===== src/verilog/rename_params.svh =====
// Width and count macros for the rename stage
`ifndef RENAME_PARAMS_SVH
`define RENAME_PARAMS_SVH

// Dispatch and retire width
`define DP_NUM          2
// CDB broadcasts per cycle
`define CDB_NUM         2

// Register file sizes
`define ARCH_REG_NUM    32
`define PHYS_REG_NUM    64

// Index widths
`define ARCH_IDX_WIDTH  5
`define TAG_IDX_WIDTH   6

// Hardwired zero register
`define ZERO_REG        0

`endif


===== src/verilog/rename_pkg.sv =====
// Rename stage types: register index, tag, counter and interface structs
`include "rename_params.svh"

package rename_pkg;

    // Basic widths
    typedef logic [`ARCH_IDX_WIDTH-1:0] arch_reg_t;
    typedef logic [`TAG_IDX_WIDTH-1:0]  tag_t;
    // One extra bit, occupancy reaches PHYS_REG_NUM
    typedef logic [`TAG_IDX_WIDTH:0]    cnt_t;

    // Completion broadcast
    typedef struct packed {
        logic       valid;
        tag_t       tag;
    } cdb_t;

    // Dispatch slot request from decode
    typedef struct packed {
        logic       valid;
        arch_reg_t  rs1;
        arch_reg_t  rs2;
        arch_reg_t  rd;
    } dp_req_t;

    // Source lookup
    typedef struct packed {
        arch_reg_t  rs1;
        arch_reg_t  rs2;
    } dp_mt_read_t;

    // Destination rename
    typedef struct packed {
        logic       wr_en;
        arch_reg_t  rd;
        tag_t       tag;
    } dp_mt_write_t;

    // Lookup result back to dispatch
    typedef struct packed {
        tag_t       tag1;
        logic       tag1_ready;
        tag_t       tag2;
        logic       tag2_ready;
        tag_t       tag_old;
    } mt_dp_t;

    typedef struct packed {
        tag_t       tag;
        logic       tag_ready;
    } mt_entry_t;

    // Retire slot, only instructions with a destination
    typedef struct packed {
        logic       valid;
        arch_reg_t  rd;
        tag_t       tag;
        tag_t       tag_old;
    } rt_t;

endpackage


===== src/verilog/arch_map_table.sv =====
// Committed register-to-tag map, updated by in-order retire
`timescale 1ns/1ps
`include "rename_params.svh"

module arch_map_table import rename_pkg::*; (
    input  logic                                clk_i,
    input  logic                                rst_i,
    input  rt_t          [`DP_NUM-1:0]          rt_i,
    output tag_t         [`ARCH_REG_NUM-1:0]    amt_o
);

    // ========================================
    // Committed state
    // ========================================
    tag_t amt [`ARCH_REG_NUM];

    always_comb begin
        for (int r = 0; r < `ARCH_REG_NUM; r++) begin
            amt_o[r] = amt[r];
        end
    end

    always_ff @(posedge clk_i) begin
        if (rst_i) begin
            // Same identity map as the speculative table
            for (int r = 0; r < `ARCH_REG_NUM; r++) begin
                amt[r] <= tag_t'(r);
            end
        end else begin
            // Older slot first, younger slot wins on equal rd
            for (int k = 0; k < `DP_NUM; k++) begin
                if (rt_i[k].valid) begin
                    amt[rt_i[k].rd] <= rt_i[k].tag;
                end
            end
        end
    end

endmodule


===== src/verilog/free_list.sv =====
// Circular free-tag queue with speculative head, retire head and tail
`timescale 1ns/1ps
`include "rename_params.svh"

module free_list import rename_pkg::*; (
    input  logic                        clk_i,
    input  logic                        rst_i,
    input  logic                        rollback_i,
    input  logic        [1:0]           alloc_num,
    input  rt_t         [`DP_NUM-1:0]   rt_i,
    output tag_t        [`DP_NUM-1:0]   head_tags_o,
    output cnt_t                        free_cnt_o
);

    tag_t fl_mem [`PHYS_REG_NUM];

    // Pointers carry a wrap bit
    cnt_t head_spec;
    cnt_t head_rt;
    cnt_t tail;
    cnt_t head_rt_next;
    cnt_t rd_ptr [`DP_NUM];
    cnt_t wr_ptr [`DP_NUM];
    logic [1:0] rt_num;

    // Next tags offered to dispatch
    always_comb begin
        for (int k = 0; k < `DP_NUM; k++) begin
            rd_ptr[k]      = head_spec + cnt_t'(k);
            head_tags_o[k] = fl_mem[rd_ptr[k][`TAG_IDX_WIDTH-1:0]];
        end
    end

    // Pack valid retire slots onto the tail
    always_comb begin
        rt_num = '0;
        for (int k = 0; k < `DP_NUM; k++) begin
            wr_ptr[k] = tail + cnt_t'(rt_num);
            if (rt_i[k].valid) begin
                rt_num = rt_num + 2'd1;
            end
        end
    end

    // Retired tags left the queue in allocation order
    assign head_rt_next = head_rt + cnt_t'(rt_num);
    assign free_cnt_o   = tail - head_spec;

    always_ff @(posedge clk_i) begin
        if (rst_i) begin
            // Tags above the identity map are free
            for (int k = 0; k < `PHYS_REG_NUM; k++) begin
                fl_mem[k] <= tag_t'(k + `ARCH_REG_NUM);
            end
            head_spec <= '0;
            head_rt   <= '0;
            tail      <= cnt_t'(`PHYS_REG_NUM - `ARCH_REG_NUM);
        end else begin
            for (int k = 0; k < `DP_NUM; k++) begin
                if (rt_i[k].valid) begin
                    fl_mem[wr_ptr[k][`TAG_IDX_WIDTH-1:0]] <= rt_i[k].tag_old;
                end
            end
            tail    <= tail + cnt_t'(rt_num);
            head_rt <= head_rt_next;
            // Rewind drops every speculative allocation
            if (rollback_i) begin
                head_spec <= head_rt_next;
            end else begin
                head_spec <= head_spec + cnt_t'(alloc_num);
            end
        end
    end

endmodule


===== src/verilog/map_table.sv =====
// Speculative map table with ready bits, bypassed dispatch read, CDB wakeup and rollback
`timescale 1ns/1ps
`include "rename_params.svh"

module map_table import rename_pkg::*; (
    input  logic                                clk_i,
    input  logic                                rst_i,
    input  logic                                rollback_i,
    input  cdb_t         [`CDB_NUM-1:0]         cdb_i,
    input  dp_mt_read_t  [`DP_NUM-1:0]          dp_mt_read_i,
    input  dp_mt_write_t [`DP_NUM-1:0]          dp_mt_write_i,
    input  tag_t         [`ARCH_REG_NUM-1:0]    amt_i,
    output mt_dp_t       [`DP_NUM-1:0]          mt_dp_o
);

    // ========================================
    // State
    // ========================================
    mt_entry_t mt_entry [`ARCH_REG_NUM];
    mt_entry_t mt_next  [`ARCH_REG_NUM];

    // Ready bit as seen this cycle, CDB folded in
    function automatic logic entry_ready(mt_entry_t entry, cdb_t [`CDB_NUM-1:0] cdb);
        logic rdy;
        rdy = entry.tag_ready;
        for (int c = 0; c < `CDB_NUM; c++) begin
            if (cdb[c].valid && (cdb[c].tag == entry.tag)) begin
                rdy = 1'b1;
            end
        end
        return rdy;
    endfunction

    // ========================================
    // Dispatch read path
    // ========================================
    always_comb begin
        for (int i = 0; i < `DP_NUM; i++) begin
            // Table lookup with same-cycle wakeup
            mt_dp_o[i].tag1       = mt_entry[dp_mt_read_i[i].rs1].tag;
            mt_dp_o[i].tag1_ready = entry_ready(mt_entry[dp_mt_read_i[i].rs1], cdb_i);
            mt_dp_o[i].tag2       = mt_entry[dp_mt_read_i[i].rs2].tag;
            mt_dp_o[i].tag2_ready = entry_ready(mt_entry[dp_mt_read_i[i].rs2], cdb_i);
            mt_dp_o[i].tag_old    = mt_entry[dp_mt_write_i[i].rd].tag;
            // Earlier slots in the group override, youngest last
            for (int j = 0; j < i; j++) begin
                if (dp_mt_write_i[j].wr_en) begin
                    if (dp_mt_write_i[j].rd == dp_mt_read_i[i].rs1) begin
                        mt_dp_o[i].tag1       = dp_mt_write_i[j].tag;
                        mt_dp_o[i].tag1_ready = 1'b0;
                    end
                    if (dp_mt_write_i[j].rd == dp_mt_read_i[i].rs2) begin
                        mt_dp_o[i].tag2       = dp_mt_write_i[j].tag;
                        mt_dp_o[i].tag2_ready = 1'b0;
                    end
                    // WAW inside the group
                    if (dp_mt_write_i[j].rd == dp_mt_write_i[i].rd) begin
                        mt_dp_o[i].tag_old    = dp_mt_write_i[j].tag;
                    end
                end
            end
        end
    end

    // ========================================
    // Next state for normal operation
    // ========================================
    always_comb begin
        mt_next = mt_entry;
        // Wakeup on matching broadcast
        for (int e = 0; e < `ARCH_REG_NUM; e++) begin
            for (int c = 0; c < `CDB_NUM; c++) begin
                if (cdb_i[c].valid && (cdb_i[c].tag == mt_entry[e].tag)) begin
                    mt_next[e].tag_ready = 1'b1;
                end
            end
        end
        // Renames last, so a write beats a wakeup
        for (int i = 0; i < `DP_NUM; i++) begin
            if (dp_mt_write_i[i].wr_en) begin
                mt_next[dp_mt_write_i[i].rd].tag       = dp_mt_write_i[i].tag;
                mt_next[dp_mt_write_i[i].rd].tag_ready = 1'b0;
            end
        end
    end

    always_ff @(posedge clk_i) begin
        if (rst_i) begin
            // Identity map, all ready
            for (int e = 0; e < `ARCH_REG_NUM; e++) begin
                mt_entry[e].tag       <= tag_t'(e);
                mt_entry[e].tag_ready <= 1'b1;
            end
        end else if (rollback_i) begin
            // Restore committed map
            for (int e = 0; e < `ARCH_REG_NUM; e++) begin
                mt_entry[e].tag       <= amt_i[e];
                mt_entry[e].tag_ready <= 1'b1;
            end
        end else begin
            mt_entry <= mt_next;
        end
    end

endmodule


===== src/verilog/rename_ctrl.sv =====
// Dispatch group control: in-order grant against free count and tag assignment
`timescale 1ns/1ps
`include "rename_params.svh"

module rename_ctrl import rename_pkg::*; (
    input  logic                            rollback_i,
    input  dp_req_t      [`DP_NUM-1:0]      dp_req_i,
    input  cnt_t                            free_cnt_i,
    input  tag_t         [`DP_NUM-1:0]      head_tags_i,
    output logic         [`DP_NUM-1:0]      dp_grant_o,
    output tag_t         [`DP_NUM-1:0]      dp_tag_new_o,
    output dp_mt_read_t  [`DP_NUM-1:0]      dp_mt_read_o,
    output dp_mt_write_t [`DP_NUM-1:0]      dp_mt_write_o,
    output logic         [1:0]              alloc_num_o
);

    logic [`DP_NUM-1:0] slot_alloc;
    logic [1:0]         need_cnt;
    logic               prev_ok;

    // Writes to r0 are never renamed
    always_comb begin
        for (int i = 0; i < `DP_NUM; i++) begin
            slot_alloc[i] = dp_req_i[i].valid &&
                            (dp_req_i[i].rd != arch_reg_t'(`ZERO_REG));
        end
    end

    // ========================================
    // Grant and tag assignment
    // ========================================
    always_comb begin
        need_cnt = '0;
        // Nothing goes out while rolling back
        prev_ok  = ~rollback_i;
        for (int i = 0; i < `DP_NUM; i++) begin
            dp_grant_o[i]   = prev_ok && dp_req_i[i].valid &&
                              ((cnt_t'(need_cnt) + cnt_t'(slot_alloc[i])) <= free_cnt_i);
            dp_tag_new_o[i] = '0;
            if (dp_grant_o[i]) begin
                if (slot_alloc[i]) begin
                    dp_tag_new_o[i] = head_tags_i[need_cnt];
                    need_cnt        = need_cnt + 2'd1;
                end
            end else begin
                // Stall this slot and every younger one
                prev_ok = 1'b0;
            end
            dp_mt_read_o[i].rs1    = dp_req_i[i].rs1;
            dp_mt_read_o[i].rs2    = dp_req_i[i].rs2;
            // rd always goes out, tag_old lookup needs it
            dp_mt_write_o[i].wr_en = dp_grant_o[i] && slot_alloc[i];
            dp_mt_write_o[i].rd    = dp_req_i[i].rd;
            dp_mt_write_o[i].tag   = dp_tag_new_o[i];
        end
        alloc_num_o = need_cnt;
    end

endmodule


===== src/verilog/rename_top.sv =====
// Rename stage top: control, map table, free list and architectural map
`timescale 1ns/1ps
`include "rename_params.svh"

module rename_top import rename_pkg::*; (
    input  logic                        clk_i,
    input  logic                        rst_i,
    input  logic                        rollback_i,
    input  cdb_t    [`CDB_NUM-1:0]      cdb_i,
    input  dp_req_t [`DP_NUM-1:0]       dp_req_i,
    input  rt_t     [`DP_NUM-1:0]       rt_i,
    output logic    [`DP_NUM-1:0]       dp_grant_o,
    output tag_t    [`DP_NUM-1:0]       dp_tag_new_o,
    output mt_dp_t  [`DP_NUM-1:0]       mt_dp_o
);

    // Control to tables
    dp_mt_read_t  [`DP_NUM-1:0]         dp_mt_read;
    dp_mt_write_t [`DP_NUM-1:0]         dp_mt_write;
    logic         [1:0]                 alloc_num;
    // Free list back to control
    cnt_t                               free_cnt;
    tag_t         [`DP_NUM-1:0]         head_tags;
    // Committed map for rollback
    tag_t         [`ARCH_REG_NUM-1:0]   amt_tags;

    rename_ctrl u_ctrl (
        .rollback_i    (rollback_i),
        .dp_req_i      (dp_req_i),
        .free_cnt_i    (free_cnt),
        .head_tags_i   (head_tags),
        .dp_grant_o    (dp_grant_o),
        .dp_tag_new_o  (dp_tag_new_o),
        .dp_mt_read_o  (dp_mt_read),
        .dp_mt_write_o (dp_mt_write),
        .alloc_num_o   (alloc_num)
    );

    map_table u_mt (
        .clk_i         (clk_i),
        .rst_i         (rst_i),
        .rollback_i    (rollback_i),
        .cdb_i         (cdb_i),
        .dp_mt_read_i  (dp_mt_read),
        .dp_mt_write_i (dp_mt_write),
        .amt_i         (amt_tags),
        .mt_dp_o       (mt_dp_o)
    );

    free_list u_fl (
        .clk_i         (clk_i),
        .rst_i         (rst_i),
        .rollback_i    (rollback_i),
        .alloc_num     (alloc_num),
        .rt_i          (rt_i),
        .head_tags_o   (head_tags),
        .free_cnt_o    (free_cnt)
    );

    arch_map_table u_amt (
        .clk_i         (clk_i),
        .rst_i         (rst_i),
        .rt_i          (rt_i),
        .amt_o         (amt_tags)
    );

endmodule

===== config.mk =====
export PLATFORM = sky130hd
export DESIGN_NAME = rename_top
export DESIGN_NICKNAME = d
export VERILOG_FILES = /design/src/verilog/rename_pkg.sv /design/src/verilog/arch_map_table.sv /design/src/verilog/free_list.sv /design/src/verilog/map_table.sv /design/src/verilog/rename_ctrl.sv /design/src/verilog/rename_top.sv
export VERILOG_INCLUDE_DIRS = /design/src /design/src/verilog
export SDC_FILE = /design/constraint.sdc
export NUM_CORES = 2
export LEC_CHECK = 0
export ABC_AREA = 0
export ABC_CLOCK_PERIOD_IN_PS = 6000
export CAP_MARGIN = 20
export CORE_AREA = 2 2 431 433
export CTS_BUF_LIST = sky130_fd_sc_hd__clkbuf_16
export CTS_CLUSTER_SIZE = 8
export DETAILED_ROUTE_END_ITERATION = 8
export DIE_AREA = 0 0 433 435
export DONT_BUFFER_PORTS = 1
export PLACE_DENSITY = 0.5
export SETUP_SLACK_MARGIN = 0.5
export SYNTH_ARGS = -nofsm -noshare
export SYNTH_HDL_FRONTEND = slang
export SYNTH_HIERARCHICAL = 1
export SYNTH_SLANG_ARGS = --single-unit

===== constraint.sdc =====
create_clock -name clk_i -period 6 [get_ports clk_i]
set_clock_uncertainty 0.05 [all_clocks]
set_input_delay 0.9 -clock clk_i [delete_from_list [all_inputs] [get_ports clk_i]]
set_output_delay 0.9 -clock clk_i [all_outputs]
set_load 0.01 [all_outputs]

==> summary by stage <==
Hold path
The tightest min-delay check is of the input port to flop type.

Cells and area
In the layout the commonest cells are sky130_fd_sc_hd__nor2_1, sky130_fd_sc_hd__edfxtp_1, sky130_fd_sc_hd__nand2_1. For this run, the post-layout net count is 6079. The most common cell after layout, fill and taps aside is sky130_fd_sc_hd__nor2_1. Leaving out filler cells and counting taps, the final layout contains 8527. The signed area change from the synthesized netlist to the final layout is 8.43%.

The share of final-layout standard cells stronger than drive strength 1 is 18.3%.

Drt
Summed over all layers, the routed wires come to 313000 um. The DRC marker count from the first detailed-route iteration is 11200. The remaining routing DRC violations is 0. The routed layout has 59100 vias. The count of antenna-violating nets left after detailed routing is 0. Dividing the detail-routed via count by the number of cells gives 6.93. The count of TritonRoute iterations in the first routing pass is 7. Dividing the detail-routed wire length by the instance count gives 36.7 um.

Logic synthesis
Synthesis inferred 821 register bits. The portion of synthesized cell area occupied by the leading cell type is 27.0%. A synthesized cell averages 9.85 um2.

The share of synthesized area occupied by flip-flops and latches is 34.7%. Yosys mapped a number of flops with a built-in enable equal to 576. Ranked by total cell area, the synthesized netlist is headed by sky130_fd_sc_hd__edfxtp_1, sky130_fd_sc_hd__mux4_2, sky130_fd_sc_hd__dfxtp_1. The number of nets in the synthesized netlist is 6610. The number of warnings issued by yosys is 6.

The cell area after synthesis is 64000 um2. The most common flop cell mapped by yosys is sky130_fd_sc_hd__edfxtp_1. Of all flip-flops after synthesis, the portion carrying an async set or reset was 0%.

In this run, distinct cell masters in the synthesized netlist total 87. Synthesis produced 6501 cells. The library cell with the largest summed area after synthesis is sky130_fd_sc_hd__edfxtp_1.

Floorplanning
For this configuration, the core starts out at a cell density of 34.8%. The placeable core region is 184000 um2. The floorplan step set the die height to 435 um. The die covers 188000 um2. The width of the die is 433 um. The I/O pin total is 139. The initialized floorplan defines 158 standard-cell rows.

Worst setup path
The number of cells on the worst reg-to-reg path is 30. The critical-path cell with the highest stage delay is sky130_fd_sc_hd__buf_16. The critical path endpoint is mt_dp_o[32]. The worst setup slack for register-to-register paths is 860 ps. The data required time of the worst path is 5050 ps.

The largest fanout on the critical path is 99. The critical path contains buffers and inverters numbering 4 combined. The startpoint of the most critical register-to-register path is u_fl/head_spec[0].

The biggest cell delay along the critical path is 410 ps. STA puts the critical path data arrival time at 4520 ps. The path type of the worst setup path is flop to output port. The capture point of the worst reg-to-reg path is u_fl/head_spec[6]. The most critical setup path has its startpoint at u_fl/head_spec[0]. Traced cell by cell, the critical path runs through buf_16 -> mux4_2 -> mux2i_1 -> o211ai_1 -> nand2_1 -> a31oi_1 -> and3_2 -> clkinvlp_4 -> buf_4 -> mux2i_1 -> buf_4. In this run the number of cells on the critical path is 11.

The launching element type of the critical path is a flop. The endpoint class of the critical path is an output port. Grouping stages by cell kind, the critical path spends the most delay in buffers and inverters.

Global routing
The global-route usage over all layers is 32.1%. The via count of the first global-routing pass is 52800. Entering global routing, the biggest net connects 401 pins. The number of antenna violations at the first check in global routing is 21. The first global-routing pass estimated 430000 um of wire. The total grt overflow is 0.

STA
Based on the critical path, the design can be clocked at up to 183 MHz. At the pin with the least slew margin, the transition time is 1280 ps. Setup violations remaining at the end of the flow were counted as 0.

The final cycle utilization of the critical path is 91.2%. Measured against its own limit, the worst slew margin works out to 14.7%. The summed negative setup slack over all endpoints is 0 ps. The final worst slack is 525 ps. The final hold violation count was 0. The final max-slew violation count is 0. Setup repair after global routing could not meet its margin everywhere.

After layout, the minimum clock period comes to 5470 ps.

Clock tree
For the worst-skew pair, the clock arrives at the later sink with an insertion delay of 780 ps. The count of H-tree levels built during CTS is 3. CTS placed an instance of sky130_fd_sc_hd__clkbuf_16 at the clock tree root. The number of buffers created by CTS is 115. The clock-pin slew on the worst setup and hold paths is 60 ps. The number of buffers on the longest clock path is 3. TritonCTS built the clock tree. The clock sink total is 821.

Job
Across the run, the number of max-cap violations was 0.

Place
After legalization and detailed placement, the total HPWL measured 212000 um. The worst setup slack before clock tree synthesis is 603 ps. In this run, placement finished with an instance count of 8307. The number of buffers inserted by port buffering is 0. The weighted congestion at the end of routability-driven global placement is 1.04.

Power and ir drop
The worst-case IR drop observed on VDD is 0.000249 V. The static leakage is 0.0218 uW. The total power per unit cell area is 242 nW/um2. The completed layout was analyzed and its total power is 16800 uW.

Run status
The run finished with clean final reports.
==> cell usage after synthesis (9+ instances only) <==
| library cell | instances |
|---|---|
| sky130_fd_sc_hd__a21oi_1 | 267 |
| sky130_fd_sc_hd__a22oi_1 | 80 |
| sky130_fd_sc_hd__a31oi_1 | 177 |
| sky130_fd_sc_hd__mux4_2 | 557 |
| sky130_fd_sc_hd__o31ai_1 | 153 |
| sky130_fd_sc_hd__mux2i_1 | 184 |
| sky130_fd_sc_hd__and3_1 | 20 |
| sky130_fd_sc_hd__or3_1 | 41 |
| sky130_fd_sc_hd__nor4_1 | 86 |
| sky130_fd_sc_hd__nand3b_1 | 18 |
| sky130_fd_sc_hd__buf_6 | 9 |
| sky130_fd_sc_hd__nor2_2 | 10 |
| sky130_fd_sc_hd__buf_1 | 162 |
| sky130_fd_sc_hd__clkinv_1 | 9 |
| sky130_fd_sc_hd__buf_4 | 59 |
| sky130_fd_sc_hd__nand3_1 | 266 |
| sky130_fd_sc_hd__dfxtp_1 | 245 |
| sky130_fd_sc_hd__nor2_1 | 666 |
| sky130_fd_sc_hd__xnor2_1 | 237 |
| sky130_fd_sc_hd__nor2b_1 | 33 |
| sky130_fd_sc_hd__a311oi_1 | 80 |
| sky130_fd_sc_hd__nand2b_1 | 28 |
| sky130_fd_sc_hd__a221oi_1 | 9 |
| sky130_fd_sc_hd__a211o_1 | 85 |
| sky130_fd_sc_hd__xor2_1 | 231 |
| sky130_fd_sc_hd__buf_2 | 109 |
| sky130_fd_sc_hd__edfxtp_1 | 576 |
| sky130_fd_sc_hd__clkbuf_1 | 574 |
| sky130_fd_sc_hd__or3b_2 | 23 |
| sky130_fd_sc_hd__o211ai_1 | 15 |
| sky130_fd_sc_hd__o41ai_1 | 14 |
| sky130_fd_sc_hd__nor3_1 | 241 |
| sky130_fd_sc_hd__a211oi_1 | 125 |
| sky130_fd_sc_hd__nor3b_1 | 21 |
| sky130_fd_sc_hd__inv_1 | 50 |
| sky130_fd_sc_hd__ha_1 | 20 |
| sky130_fd_sc_hd__o21ai_0 | 235 |
| sky130_fd_sc_hd__and3b_1 | 13 |
| sky130_fd_sc_hd__nand4_1 | 82 |
| sky130_fd_sc_hd__nand2_1 | 562 |
==> logic make-up (layout without fill, tap and decap cells) <==
family / Yosys count / after routing / share of synthesized area (%)
AO/OA/AOI/OAI: 1293 / 1293 / 13.4
other: 0 / 12 / 0
AND/OR/NAND/NOR: 2160 / 2160 / 15.8
multiplexers: 755 / 755 / 22.8
adder cells (fa/ha/maj): 24 / 24 / 0.516
flip-flops: 821 / 821 / 34.7
XOR/XNOR: 470 / 470 / 6.45
buffers and inverters: 978 / 512 / 6.40
==> layout make-up <==
| type | instances | area, um2 |
|---|---|---|
| inverter | 63 | 246 |
| antenna | 12 | 30.0 |
| tap | 2480 | 3100 |
| fill | 17900 | 115000 |
| clock buffer | 116 | 2900 |
| clock inverter | 66 | 425 |
| multi-input combinational | 4702 | 38200 |
| sequential | 821 | 22200 |
| timing repair buffer | 267 | 2340 |
==> worst min-delay path by stage <==
stage | cells past startpoint | to | from | slack [ps]
floorplan | 1 | u_mt/mt_entry[37] | u_amt/amt[26][1] | 380
global placement | 1 | u_mt/mt_entry[177] | u_amt/amt[6][1] | 400
detailed placement | 1 | u_mt/mt_entry[177] | u_amt/amt[6][1] | 410
CTS | 1 | u_mt/mt_entry[194] | rst_i | 170
global route | 2 | u_fl/fl_mem[35][5] | rt_i[23] | 260
finish | 2 | u_fl/fl_mem[17][3] | rt_i[21] | 270
==> routing by layer <==
| layer | track usage (%) | wire length [um] | up-vias | part of all wire [%] |
|---|---|---|---|---|
| met1 | 44.4 | 120000 | 29600 | 38 |
| met3 | 11.5 | 47300 | 936 | 15 |
| met2 | 44.4 | 127000 | 5101 | 41 |
| met5 | 0 | 13 | - | 0.0042 |
| li1 | - | - | 23400 | - |
| met4 | 14.7 | 18600 | 2 | 6.0 |
==> where the power goes <==
part	switching (uW)	internal, uW
clock network	2710	3480
registers	492	6300
logic	2160	1650
total	5360	11400
==> worst reg2reg max path: cells and delay by family, from the launching register on <==
| kind | cells | cell delay, ps |
|---|---|---|
| buffers and inverters | 8 | 680 |
| adder cells (fa/ha/maj) | 6 | 1560 |
| multiplexers | 1 | 250 |
| AND/OR/NAND/NOR | 8 | 1220 |
| flip-flops | 1 | 380 |
| XOR/XNOR | 2 | 210 |
| AO/OA/AOI/OAI | 5 | 690 |
==> timing repair <==
action	4_1_cts	5_1_grt
pin swaps	20	15
gates cloned	2	1
gates resized for setup	45	24
endpoints found under the setup margin	27	18
hold buffers	0	0
setup buffers	15	6
==> flip-flops by register name, indices dropped and copies added (netlist names) <==
name,count
u_fl/head_rt,7
u_fl/fl_mem,384
u_fl/head_spec,7
u_amt/amt,192
u_mt/mt_entry,224
u_fl/tail,7
==> through the flow <==
stage                     utilization, %  instance area, um2  hold WS (ps)
final                               37.7               69400           270
after global routing                37.7               69400           258
after CTS                           37.6               69200           175
after detailed placement            35.6               65500           408
after global placement              35.6               65500           400
after floorplan                        -               64100           383
Power figures use the tool's default switching activity.
